<file path="config.mk">
export PLATFORM = sky130hd
export DESIGN_NAME = gray_top
export DESIGN_NICKNAME = d
export VERILOG_FILES = /design/src/design/gray_pkg.sv /design/src/design/frame_fetch.sv /design/src/design/pixel_fifo.sv /design/src/design/gray_convert.sv /design/src/design/gray_top.sv
export SDC_FILE = /design/constraint.sdc
export NUM_CORES = 1
export LEC_CHECK = 0
export ABC_CLOCK_PERIOD_IN_PS = 5350
export BUFFER_PORTS_ARGS = -buffer_cell sky130_fd_sc_hd__buf_2
export CAP_MARGIN = 10
export CORE_ASPECT_RATIO = 0.7
export CORE_MARGIN = 2
export CORE_UTILIZATION = 56
export DETAILED_ROUTE_END_ITERATION = 10
export HOLD_SLACK_MARGIN = 0.15
export PLACE_DENSITY_LB_ADDON = 0.12
export SLEW_MARGIN = 20
export SYNTH_ARGS = -nofsm -noshare
export SYNTH_HDL_FRONTEND = slang
export SYNTH_SLANG_ARGS = --single-unit
export TNS_END_PERCENT = 10
</file>
<file path="constraint.sdc">
create_clock -name i_clk -period 5.35 [get_ports i_clk]
set_clock_uncertainty 0.05 [all_clocks]
set_input_delay 0.535 -clock i_clk [delete_from_list [all_inputs] [get_ports i_clk]]
set_output_delay 0.535 -clock i_clk [all_outputs]
set_load 0.01 [all_outputs]
</file>
<file path="src/design/gray_pkg.sv">
package gray_pkg;

    // ----------------------------------------
    // Widths and sizes
    // ----------------------------------------
    localparam int COLOR_W      = 10;
    localparam int FRAME_PIXELS = 169;
    localparam int PIX_IDX_W    = 8;
    localparam int FIFO_DEPTH   = 8;
    localparam int LEVEL_W      = 4;
    localparam int FIFO_PTR_W   = $clog2(FIFO_DEPTH);

    // Product of a channel and the widest weight (seven bits) before the shift.
    localparam int PROD_W = COLOR_W + 7;

    // ----------------------------------------
    // Luma weights, as fractions weight / 2**shift
    // ----------------------------------------
    localparam int WEIGHT_R = 19;
    localparam int SHIFT_R  = 6;
    localparam int WEIGHT_G = 75;
    localparam int SHIFT_G  = 7;
    localparam int WEIGHT_B = 37;
    localparam int SHIFT_B  = 8;

    localparam int BW_THRESHOLD = 125;
    localparam int BW_WHITE     = 255;

    // ----------------------------------------
    // Pixel types
    // ----------------------------------------
    typedef struct packed {
        logic [COLOR_W-1:0] red;
        logic [COLOR_W-1:0] green;
        logic [COLOR_W-1:0] blue;
    } rgb_t;

    typedef struct packed {
        rgb_t pix;
        logic last;
    } tagged_pix_t;

    typedef struct packed {
        logic [COLOR_W-1:0] luma;
        logic [COLOR_W-1:0] bw;
    } gray_t;

endpackage

</file>
<file path="src/design/frame_fetch.sv">
`timescale 1ns/1ps

module frame_fetch import gray_pkg::*; (
    input  logic                 i_clk,
    input  logic                 i_rst_n,
    input  logic                 i_start,
    input  logic [LEVEL_W-1:0]   i_fifo_level,

    output logic                 o_rd_req,
    output logic [PIX_IDX_W-1:0] o_rd_idx,
    input  logic                 i_rd_valid,
    input  rgb_t                 i_rd_data,

    output logic                 o_wr,
    output tagged_pix_t          o_wr_data
);

    typedef enum logic {
        S_IDLE,
        S_FETCH
    } state_e;

    state_e               state_r, state_w;
    logic [PIX_IDX_W-1:0] req_idx_r, req_idx_w;
    logic [PIX_IDX_W-1:0] ret_cnt_r, ret_cnt_w;
    logic [LEVEL_W-1:0]   outst_r, outst_w;
    logic                 wr_r;
    tagged_pix_t          wr_data_r;

    logic [LEVEL_W:0]     used;
    logic                 req;
    logic                 ret_last;

    assign o_rd_req  = req;
    assign o_rd_idx  = req_idx_r;
    assign o_wr      = wr_r;
    assign o_wr_data = wr_data_r;

    // Entries already committed: stored, in flight at the memory, or about
    // to be written from the return register.
    assign used = {1'b0, i_fifo_level} + {1'b0, outst_r} + {{LEVEL_W{1'b0}}, wr_r};

    assign req = (state_r == S_FETCH)
              && (req_idx_r < PIX_IDX_W'(FRAME_PIXELS))
              && (used < (LEVEL_W+1)'(FIFO_DEPTH));

    assign ret_last = (ret_cnt_r == PIX_IDX_W'(FRAME_PIXELS - 1));

    // ----------------------------------------
    // Next state
    // ----------------------------------------
    always_comb begin
        state_w   = state_r;
        req_idx_w = req_idx_r;
        ret_cnt_w = ret_cnt_r;
        outst_w   = outst_r;

        case (state_r)
            S_IDLE: begin
                if (i_start) begin
                    state_w   = S_FETCH;
                    req_idx_w = '0;
                    ret_cnt_w = '0;
                    outst_w   = '0;
                end
            end
            S_FETCH: begin
                if (req) begin
                    req_idx_w = req_idx_r + 1'b1;
                end
                if (i_rd_valid) begin
                    ret_cnt_w = ret_cnt_r + 1'b1;
                end
                case ({req, i_rd_valid})
                    2'b10:   outst_w = outst_r + 1'b1;
                    2'b01:   outst_w = outst_r - 1'b1;
                    default: outst_w = outst_r;
                endcase
                // The frame ends once the tagged last pixel is in the FIFO.
                if (wr_r && wr_data_r.last) begin
                    state_w = S_IDLE;
                end
            end
            default: state_w = S_IDLE;
        endcase
    end

    always_ff @(posedge i_clk or negedge i_rst_n) begin
        if (!i_rst_n) begin
            state_r   <= S_IDLE;
            req_idx_r <= '0;
            ret_cnt_r <= '0;
            outst_r   <= '0;
            wr_r      <= 1'b0;
        end else begin
            state_r   <= state_w;
            req_idx_r <= req_idx_w;
            ret_cnt_r <= ret_cnt_w;
            outst_r   <= outst_w;
            wr_r      <= (state_r == S_FETCH) && i_rd_valid;
        end
    end

    always_ff @(posedge i_clk) begin
        if (i_rd_valid) begin
            wr_data_r.pix  <= i_rd_data;
            wr_data_r.last <= ret_last;
        end
    end

endmodule

</file>
<file path="src/design/pixel_fifo.sv">
`timescale 1ns/1ps

module pixel_fifo import gray_pkg::*; #(
    parameter type T = logic
) (
    input  logic               i_clk,
    input  logic               i_rst_n,
    input  logic               i_wr,
    input  T                   i_wr_data,
    input  logic               i_rd,
    output T                   o_rd_data,
    output logic               o_empty,
    output logic [LEVEL_W-1:0] o_level
);

    T                        mem [FIFO_DEPTH];
    logic [FIFO_PTR_W-1:0]   wr_ptr_r;
    logic [FIFO_PTR_W-1:0]   rd_ptr_r;
    logic [LEVEL_W-1:0]      level_r;

    logic                    do_wr;
    logic                    do_rd;

    // Writes into a full FIFO and reads from an empty one are dropped.
    assign do_wr = i_wr && (level_r != LEVEL_W'(FIFO_DEPTH));
    assign do_rd = i_rd && (level_r != '0);

    assign o_rd_data = mem[rd_ptr_r];
    assign o_empty   = (level_r == '0);
    assign o_level   = level_r;

    // ----------------------------------------
    // Pointers and level
    // ----------------------------------------
    always_ff @(posedge i_clk or negedge i_rst_n) begin
        if (!i_rst_n) begin
            wr_ptr_r <= '0;
            rd_ptr_r <= '0;
            level_r  <= '0;
        end else begin
            // The depth is a power of two so both pointers wrap on their own.
            if (do_wr) begin
                wr_ptr_r <= wr_ptr_r + 1'b1;
            end
            if (do_rd) begin
                rd_ptr_r <= rd_ptr_r + 1'b1;
            end
            case ({do_wr, do_rd})
                2'b10:   level_r <= level_r + 1'b1;
                2'b01:   level_r <= level_r - 1'b1;
                default: level_r <= level_r;
            endcase
        end
    end

    // ----------------------------------------
    // Storage
    // ----------------------------------------
    always_ff @(posedge i_clk) begin
        if (do_wr) begin
            mem[wr_ptr_r] <= i_wr_data;
        end
    end

endmodule

</file>
<file path="src/design/gray_convert.sv">
`timescale 1ns/1ps

module gray_convert import gray_pkg::*; (
    input  logic        i_clk,
    input  logic        i_rst_n,
    input  logic        i_slot,
    input  logic        i_empty,
    input  tagged_pix_t i_head,

    output logic        o_rd,
    output logic        o_gray_valid,
    output gray_t       o_gray,
    output logic        o_underrun,
    output logic        o_frame_done
);

    logic [PROD_W-1:0]  prod_red;
    logic [PROD_W-1:0]  prod_green;
    logic [PROD_W-1:0]  prod_blue;

    // Stage one.
    logic               s1_valid_r;
    logic               s1_under_r;
    logic               s1_last_r;
    logic [COLOR_W-1:0] s1_red_r;
    logic [COLOR_W-1:0] s1_green_r;
    logic [COLOR_W-1:0] s1_blue_r;

    logic [COLOR_W-1:0] luma;

    assign o_rd = i_slot && !i_empty;

    assign prod_red   = PROD_W'(i_head.pix.red)   * PROD_W'(WEIGHT_R);
    assign prod_green = PROD_W'(i_head.pix.green) * PROD_W'(WEIGHT_G);
    assign prod_blue  = PROD_W'(i_head.pix.blue)  * PROD_W'(WEIGHT_B);

    // The sum wraps at ten bits, like each truncated product.
    assign luma = s1_red_r + s1_green_r + s1_blue_r;

    // ----------------------------------------
    // Strobes through both stages
    // ----------------------------------------
    always_ff @(posedge i_clk or negedge i_rst_n) begin
        if (!i_rst_n) begin
            s1_valid_r   <= 1'b0;
            s1_under_r   <= 1'b0;
            s1_last_r    <= 1'b0;
            o_gray_valid <= 1'b0;
            o_underrun   <= 1'b0;
            o_frame_done <= 1'b0;
        end else begin
            s1_valid_r   <= o_rd;
            s1_under_r   <= i_slot && i_empty;
            s1_last_r    <= o_rd && i_head.last;
            o_gray_valid <= s1_valid_r;
            o_underrun   <= s1_under_r;
            o_frame_done <= s1_valid_r && s1_last_r;
        end
    end

    // ----------------------------------------
    // Data path
    // ----------------------------------------
    always_ff @(posedge i_clk) begin
        if (o_rd) begin
            s1_red_r   <= COLOR_W'(prod_red >> SHIFT_R);
            s1_green_r <= COLOR_W'(prod_green >> SHIFT_G);
            s1_blue_r  <= COLOR_W'(prod_blue >> SHIFT_B);
        end
        if (s1_valid_r) begin
            o_gray.luma <= luma;
            o_gray.bw   <= (luma > COLOR_W'(BW_THRESHOLD)) ? COLOR_W'(BW_WHITE) : '0;
        end
    end

endmodule

</file>
<file path="src/design/gray_top.sv">
`timescale 1ns/1ps

module gray_top import gray_pkg::*; (
    input  logic                 i_clk,
    input  logic                 i_rst_n,
    input  logic                 i_start,

    // Pixel memory side.
    output logic                 o_rd_req,
    output logic [PIX_IDX_W-1:0] o_rd_idx,
    input  logic                 i_rd_valid,
    input  rgb_t                 i_rd_data,

    // Display side.
    input  logic                 i_slot,
    output logic                 o_gray_valid,
    output gray_t                o_gray,
    output logic                 o_underrun,
    output logic                 o_frame_done
);

    logic               fifo_wr;
    tagged_pix_t        fifo_wr_data;
    logic               fifo_rd;
    tagged_pix_t        fifo_head;
    logic               fifo_empty;
    logic [LEVEL_W-1:0] fifo_level;

    frame_fetch u_fetch (
        .i_clk        (i_clk),
        .i_rst_n      (i_rst_n),
        .i_start      (i_start),
        .i_fifo_level (fifo_level),
        .o_rd_req     (o_rd_req),
        .o_rd_idx     (o_rd_idx),
        .i_rd_valid   (i_rd_valid),
        .i_rd_data    (i_rd_data),
        .o_wr         (fifo_wr),
        .o_wr_data    (fifo_wr_data)
    );

    pixel_fifo #(
        .T (tagged_pix_t)
    ) u_fifo (
        .i_clk     (i_clk),
        .i_rst_n   (i_rst_n),
        .i_wr      (fifo_wr),
        .i_wr_data (fifo_wr_data),
        .i_rd      (fifo_rd),
        .o_rd_data (fifo_head),
        .o_empty   (fifo_empty),
        .o_level   (fifo_level)
    );

    gray_convert u_convert (
        .i_clk        (i_clk),
        .i_rst_n      (i_rst_n),
        .i_slot       (i_slot),
        .i_empty      (fifo_empty),
        .i_head       (fifo_head),
        .o_rd         (fifo_rd),
        .o_gray_valid (o_gray_valid),
        .o_gray       (o_gray),
        .o_underrun   (o_underrun),
        .o_frame_done (o_frame_done)
    );

endmodule

</file>
==> summary.md, run 1 <==
| Metric | Value |
|---|---|
| M1 GR Usage | between 30% and 40% |
| Sequential area share after synthesis | approximately 64% |
| Yosys Warn Count | 0 |
| Main combinational cell family by area after synthesis | adder cells |
| Maxcap violations | 0 |
| Initial DRC count | between 600 and 700 |
| Fin util | between 60% and 70% |
| Grt met3 use | 3.697% |
| RSZ-0062 raised after global routing | no |
| Fin. Hold Viols | 0 |
| Hold path endpoint | u_fetch.o_wr_data[15] |
| DR WL/cell | 20.52 µm |
| IO buf count | 64 |
| Syn_area_per_cell | 17.02 µm² |
| EDFF count, synth | 317 |
| Tcrit/Tclk final | 93.46% |
| Worst-path fanout max | 12 |
| CTS Root Cell | clkbuf_16 |
| Total die area | 0.03078 mm² |
| Crit path cell chain | clkbuf_16, mux4_2, mux2_2, ha_1, ha_1, inv_1, fa_1, inv_1, fa_1, ha_1, nand2_1, nor4b_4, nor2_1, o31ai_2, a21oi_1, xnor2_1 |
| Synth area leader | edfxtp_1 |
| Total CTS buffers | 35 |
| Number of I/O pins | 67 |
| R2R Path Start | u_fifo.rd_ptr_r[0] |
| Critical path arrival | 5.22 ns |
| CTS tree | yes |
| Pin slew with the least headroom to its limit | ~0.9 ns |
| # setup viols final | 0 |
| Initial Util | 56.93% |
| Routed vias | 8368 |
| Core Area | 0.02889 mm² |
| GR peak layer | met1 |
| Layout cells sized above 1 | 22.35% |
| Die width | between 200 and 250 µm |
| Crit path buf inv count | 3 |
| Crit path max-delay cell type | dfrtp_4 |
| Post-Route Setup TNS | 0 ns |
| Dpl hpwl | ~19 mm |
| Combined area of the multi-input logic cells | ~0.0056 mm² |
| Post-synthesis mux area share | 10.82% |
| Post-cts resize count | 0 |
| Site row count | 52 |
| First-pass GRT wire length | roughly 49 mm |
| WL final | approximately 31 mm |
| Hold depth | 1 |
| Worst Setup Path Type | flop to flop |
| Clock latency on the worst-skew pair | roughly 0.53 ns |
| GR met2 Demand/Resource | 30.20% |
| CP Capture Type | flop |
| XOR/XNOR Fraction of Synth Area | about 2.2% |
| Clock-pin slew on the worst setup and hold paths | around 0.060 ns |
| Most common cell in the synthesized netlist | edfxtp_1 |
| Worst Setup Start Kind | flop |
| Final nets | 1270 |
| Pin count of the biggest net entering global routing | 39 |
| Hold_sp | i_rd_data[14] |
| H-tree depth | 2 |
| Vias in the first global route | 8594 |
| Commonest cells in the netlist | 317 x edfxtp_1, 115 x ha_1, 72 x inv_1, 62 x mux4_2, 38 x dfrtp_1 |
| # clock sinks | 355 |
| Complex-gate fraction of the synthesized area | 3.888% |
| CTS Buffer Depth | 3 |
| Syn Inst Count | roughly 970 |
| Top post-synthesis cells by area | edfxtp_1 58%, ha_1 8.7%, mux4_2 8.5% |
| Ant. Diodes | 0 |
| Total GRT Usage | 21.12% |
| R2r setup slk | roughly 0.35 ns |
| Max Clk Rate | 200.0 MHz |
| Die H | 147.4 µm |
| Total iterations of the first detailed-routing run | 5 |
| GRT overflow | 0 |
| Synth top area share | 57.88% |
| Crit. Startpoint | u_fifo.rd_ptr_r[0] |
| Gpl congestion | 0.7812 |
| Yosys cell types | 62 |
| Sequential Area | 0.01048 mm² |
| Synthesized-area fraction occupied by adder cells | around 13% |
| Async S/R FF share, synth | around 11% |
| DRT antenna net count | 0 |
| Slowest Stage Delay on Critical Path | ~0.59 ns |
| Simple-gate area share of the yosys netlist | 4.192% |
| Filler cells | 2058 |
| Initial antenna violation count | 0 |
| Post-DR vias/cell | roughly 5.6 |
| DR DRC count | 0 |
| Cell Area, Synth | 0.01645 mm² |
| Worst Reg-to-Reg Cells | 16 |
| Slew Viols, Final | 0 |
| Area growth from synthesis to layout | 13.41% |
| Yosys reg bits | 355 |
| Minimum clock period after layout | 5.000 ns |
| Status | complete, no violations |
| Most used cell, CP | ha_1 |
| Max_slew headroom | 39.71% |
| HP Class | input pin to flop |
| Worst R2R End | u_convert.s1_green_r[8] |
| CP required | 5.57 ns |
| CP delay by family, top | adder cells |
| Ys flop type | edfxtp_1 |
| Stages on worst setup path | 16 |
-- cell usage in the layout, fill, tap and decap left out, drive strengths merged, types with 9 or more instances in the layout --
master,n
dlygate4sd3,30
edfxtp,317
xor2,13
a21o,16
nand2b,9
mux4,62
clkbuf,47
a21oi,23
fa,31
o21ai,24
nand3,15
buf,84
ha,115
mux2,26
xnor2,28
clkinv,15
dfrtp,38
inv,72
nor3,10
mux2i,9
nand2,32
nor2,26
-- routing by layer --
layer / vias up / part of all wire (%)
li1: 3942 / -
met1: 4188 / 50
met2: 207 / 43
met3: 31 / 5.6
met4: 0 / 1.4
met5: - / 0
-- kinds of logic after synthesis --
kind of cell	after synthesis
compound gates	95
simple gates	128
flops	355
other cells	1
xor+xnor	41
buf+inv	103
mux	97
fa+ha+maj	146
-- timing repair --
item	CTS	global route
hold buffers	30	0
hold endpoints to repair	67	0
endpoints found under the setup margin	0	2
buffers inserted	0	1
-- registers in the layout (all words and copies together) (netlist names), 3 cells and up --
signal	cells
u_convert.s1_green_r	10
u_fifo.o_level	4
u_convert.o_gray	11
u_convert.s1_blue_r	8
u_fifo.rd_ptr_r	3
u_fetch.o_rd_idx	8
u_fetch.ret_cnt_r	8
u_fetch.o_wr_data	31
u_convert.s1_red_r	9
u_fifo.mem	248
u_fetch.outst_r	4
u_fifo.wr_ptr_r	3
-- stage by stage --
stage / hold WS (ns) / instances / instance area, µm² / setup WS, ns
floorplan: 0.1894 / 967 / 16450 / 0.01199
global placement: 0.2889 / 1399 / 17280 / 0.2731
detailed placement: 0.2878 / 1399 / 17280 / 0.2440
CTS: 0.1567 / 1491 / 18630 / 0.2281
global route: 0.1629 / 1492 / 18650 / 0.06151
finish: 0.1726 / 1492 / 18650 / 0.3496
-- final cells by class --
cell class,count,share of cell area (%)
clock inverters,16,0.5971
multi-input cells,509,29.93
flip-flops and latches,355,56.17
inverters,73,1.469
repair buffers,115,4.267
well taps,378,2.536
clock buffers,46,5.025
-- worst max path at each step --
stage | endpoint | slack [ns]
after floorplan | u_convert.s1_green_r[8] | 0.01
after detailed placement | u_convert.s1_blue_r[4] | 0.24
final | u_convert.s1_green_r[8] | 0.35
after CTS | u_convert.s1_blue_r[4] | 0.23
after global placement | u_convert.s1_green_r[8] | 0.27
after global routing | u_convert.s1_green_r[8] | 0.06
Power of run 1 is not shown: default switching activity piles up to over one toggle a cycle in this logic, so the estimate is an artifact.
==> run 2, diff against run 1 <==
Settings changed: PLACE_DENSITY_LB_ADDON 0.12 to 0.08.
==> run 2 against run 1 <==
Critical path depth decreased by 1. First-iteration DRC count fell by 4.5%. Fmax fell by 0.20%. Critical endpoint is now u_convert.s1_blue_r[4]. Largest cell class unchanged. Highest routed layer unchanged.
==> summary.md, run 2 (same netlist as run 1, synthesis figures left out) <==
| Metric | Value |
|---|---|
| Worst Setup Start Kind | flop |
| Total iterations of the first detailed-routing run | 4 (-1) |
| DR DRC count | 0 (unchanged) |
| Vias in the first global route | 8572 (-0.26%) |
| First-pass GRT wire length | 49.38 mm (about the same) |
| Ant. Diodes | 0 (unchanged) |
| Maxcap violations | 0 (unchanged) |
| Tcrit/Tclk final | 93.65% (+0.19 points) |
| Fin. Hold Viols | 0 (unchanged) |
| GRT overflow | 0 (unchanged) |
| Final nets | 1272 (+0.16%) |
| Dpl hpwl | 20.22 mm (+5.4%) |
| Filler cells | 2026 (-1.6%) |
| RSZ-0062 raised after global routing | no |
| Status | complete, no violations |
| DRT antenna net count | 0 (unchanged) |
| Die width | 208.8 µm (unchanged) |
| Initial Util | 56.93% (unchanged) |
| Max_slew headroom | 41.60% (+1.9 points) |
| GR met2 Demand/Resource | 31.32% (+1.1 points) |
| Die H | 147.4 µm (unchanged) |
| Area growth from synthesis to layout | 13.79% |
| GR peak layer | met1 |
| DR WL/cell | 20.95 µm (+2.1%) |
| Total die area | 0.03078 mm² (unchanged) |
| Grt met3 use | 3.272% (-0.42 points) |
| Pin count of the biggest net entering global routing | 39 (unchanged) |
| Most frequent cells in the layout | 317 x edfxtp_1, 115 x ha_1, 71 x inv_1, 64 x buf_2, 62 x mux4_2 |
| Gpl congestion | 0.7976 (+2.1%) |
| Register name with the most flops | u_fifo.mem |
| Most common cell after layout, fill and taps aside | edfxtp_1 |
| Worst Setup Path Type | flop to flop |
| # clock sinks | 355 (unchanged) |
| Post-CTS Setup Bufs | 0 (unchanged) |
| Number of I/O pins | 67 (unchanged) |
| CP required | 5.57 ns (about the same) |
| CTS Root Cell | clkbuf_16 |
| Site row count | 52 (unchanged) |
| Initial antenna violation count | 0 (unchanged) |
| Worst-path fanout max | 32 (+20) |
| Max reg flops | 248 (unchanged) |
| Slew Viols, Final | 0 (unchanged) |
| Critical path arrival | 5.23 ns (about the same) |
| Max Clk Rate | 199.6 MHz (-0.20%) |
| IO buf count | 64 (unchanged) |
| CTS Buffer Depth | 3 (unchanged) |
| Clock latency on the worst-skew pair | 0.53 ns (about the same) |
| Minimum clock period after layout | 5.011 ns (+0.01013 ns) |
| HP Class | input pin to flop |
| Initial DRC count | 595 (-4.5%) |
| CTS tree | yes |
| Post-Route Setup TNS | 0 ns (unchanged) |
| Pin slew with the least headroom to its limit | 0.8760 ns (-0.02835 ns) |
| Total CTS buffers | 35 (unchanged) |
| CP Capture Type | flop |
| Core Area | 0.02889 mm² (unchanged) |
| Sequential Area | 0.01048 mm² (unchanged) |
| H-tree depth | 2 (unchanged) |
| WL final | 31.27 mm (+2.1%) |
| Combined area of the multi-input logic cells | 0.005583 mm² (unchanged) |
| Post-DR vias/cell | 5.648 (+0.71%) |
| # setup viols final | 0 (unchanged) |
| Routed vias | 8433 (+0.78%) |
| Total GRT Usage | 21.35% (+0.23 points) |
| M1 GR Usage | 34.25% (+0.13 points) |
| Clock-pin slew on the worst setup and hold paths | 0.06 ns (about the same) |
| Layout cells sized above 1 | 22.42% (+0.070 points) |
run 2: cell types whose count changed in the layout (fill, tap and decap cells not counted), sizes merged:
cell / change
buf: +2
clkbuf: -5
bufinv: +2
clkinv: +2
clkinvlp: -1
dlygate4sd3: +1
run 2: metrics by stage:
stage                     cell area (µm²)  std cells  setup slack, ns  hold slack (ns)  utilization (%)
after detailed placement            17330       1401           0.3476           0.2955            59.99
after global routing                18710       1493          0.03592           0.2172            64.78
after global placement              17330       1401           0.4311           0.2826            59.99
after floorplan                     16450        967          0.01199           0.1894                -
after CTS                           18710       1493           0.3371           0.1897            64.78
final                               18710       1493           0.3395           0.2077            64.78
run 2: layout make-up:
type	count	share of cell area [%]
Clock buffer	42	4.874
Clock inverter	19	0.8692
Inverter	73	1.464
Multi-Input combinational cell	509	29.83
Sequential cell	355	55.98
Tap cell	378	2.527
Timing Repair Buffer	117	4.453
run 2: metal layers:
layer	routed length, µm	vias to the layer above
met5	0	-
li1	-	3946
met1	16030	4280
met4	476	0
met3	1244	39
met2	13520	168
run 2: timing repair:
item                      CTS  global route
hold buffers               31             0
hold endpoints to repair   68             0
resized for setup           0             0
run 2: worst paths after layout:
check,startpoint,endpoint,slack (ns),cells past startpoint
max,u_fifo.rd_ptr_r[0],u_convert.s1_blue_r[4],0.34,15
min,i_slot,u_convert.s1_under_r,0.21,2
max reg2reg,u_fifo.rd_ptr_r[0],u_convert.s1_blue_r[4],0.34,15
min reg2reg,u_convert.s1_under_r,u_convert.o_underrun,0.30,0
max in group asynchronous,i_rst_n,u_fifo.rd_ptr_r[0],3.96,2
min in group asynchronous,i_rst_n,u_fetch.o_rd_idx[4],0.66,2
run 2: worst max-delay path: stages (launching register included):
cell and delay (ns):
dfrtp_4 0.49, buf_12 0.21, buf_12 0.29, mux4_2 0.55, mux2_2 0.31, ha_1 0.30, ha_1 0.31, fa_1 0.50
ha_1 0.34, a21o_1 0.17, a21oi_1 0.18, a31oi_1 0.17, o21ai_2 0.18, nand2_2 0.11, and4_1 0.20, or3_1 0.35
Power of run 2 is left out for the same reason.
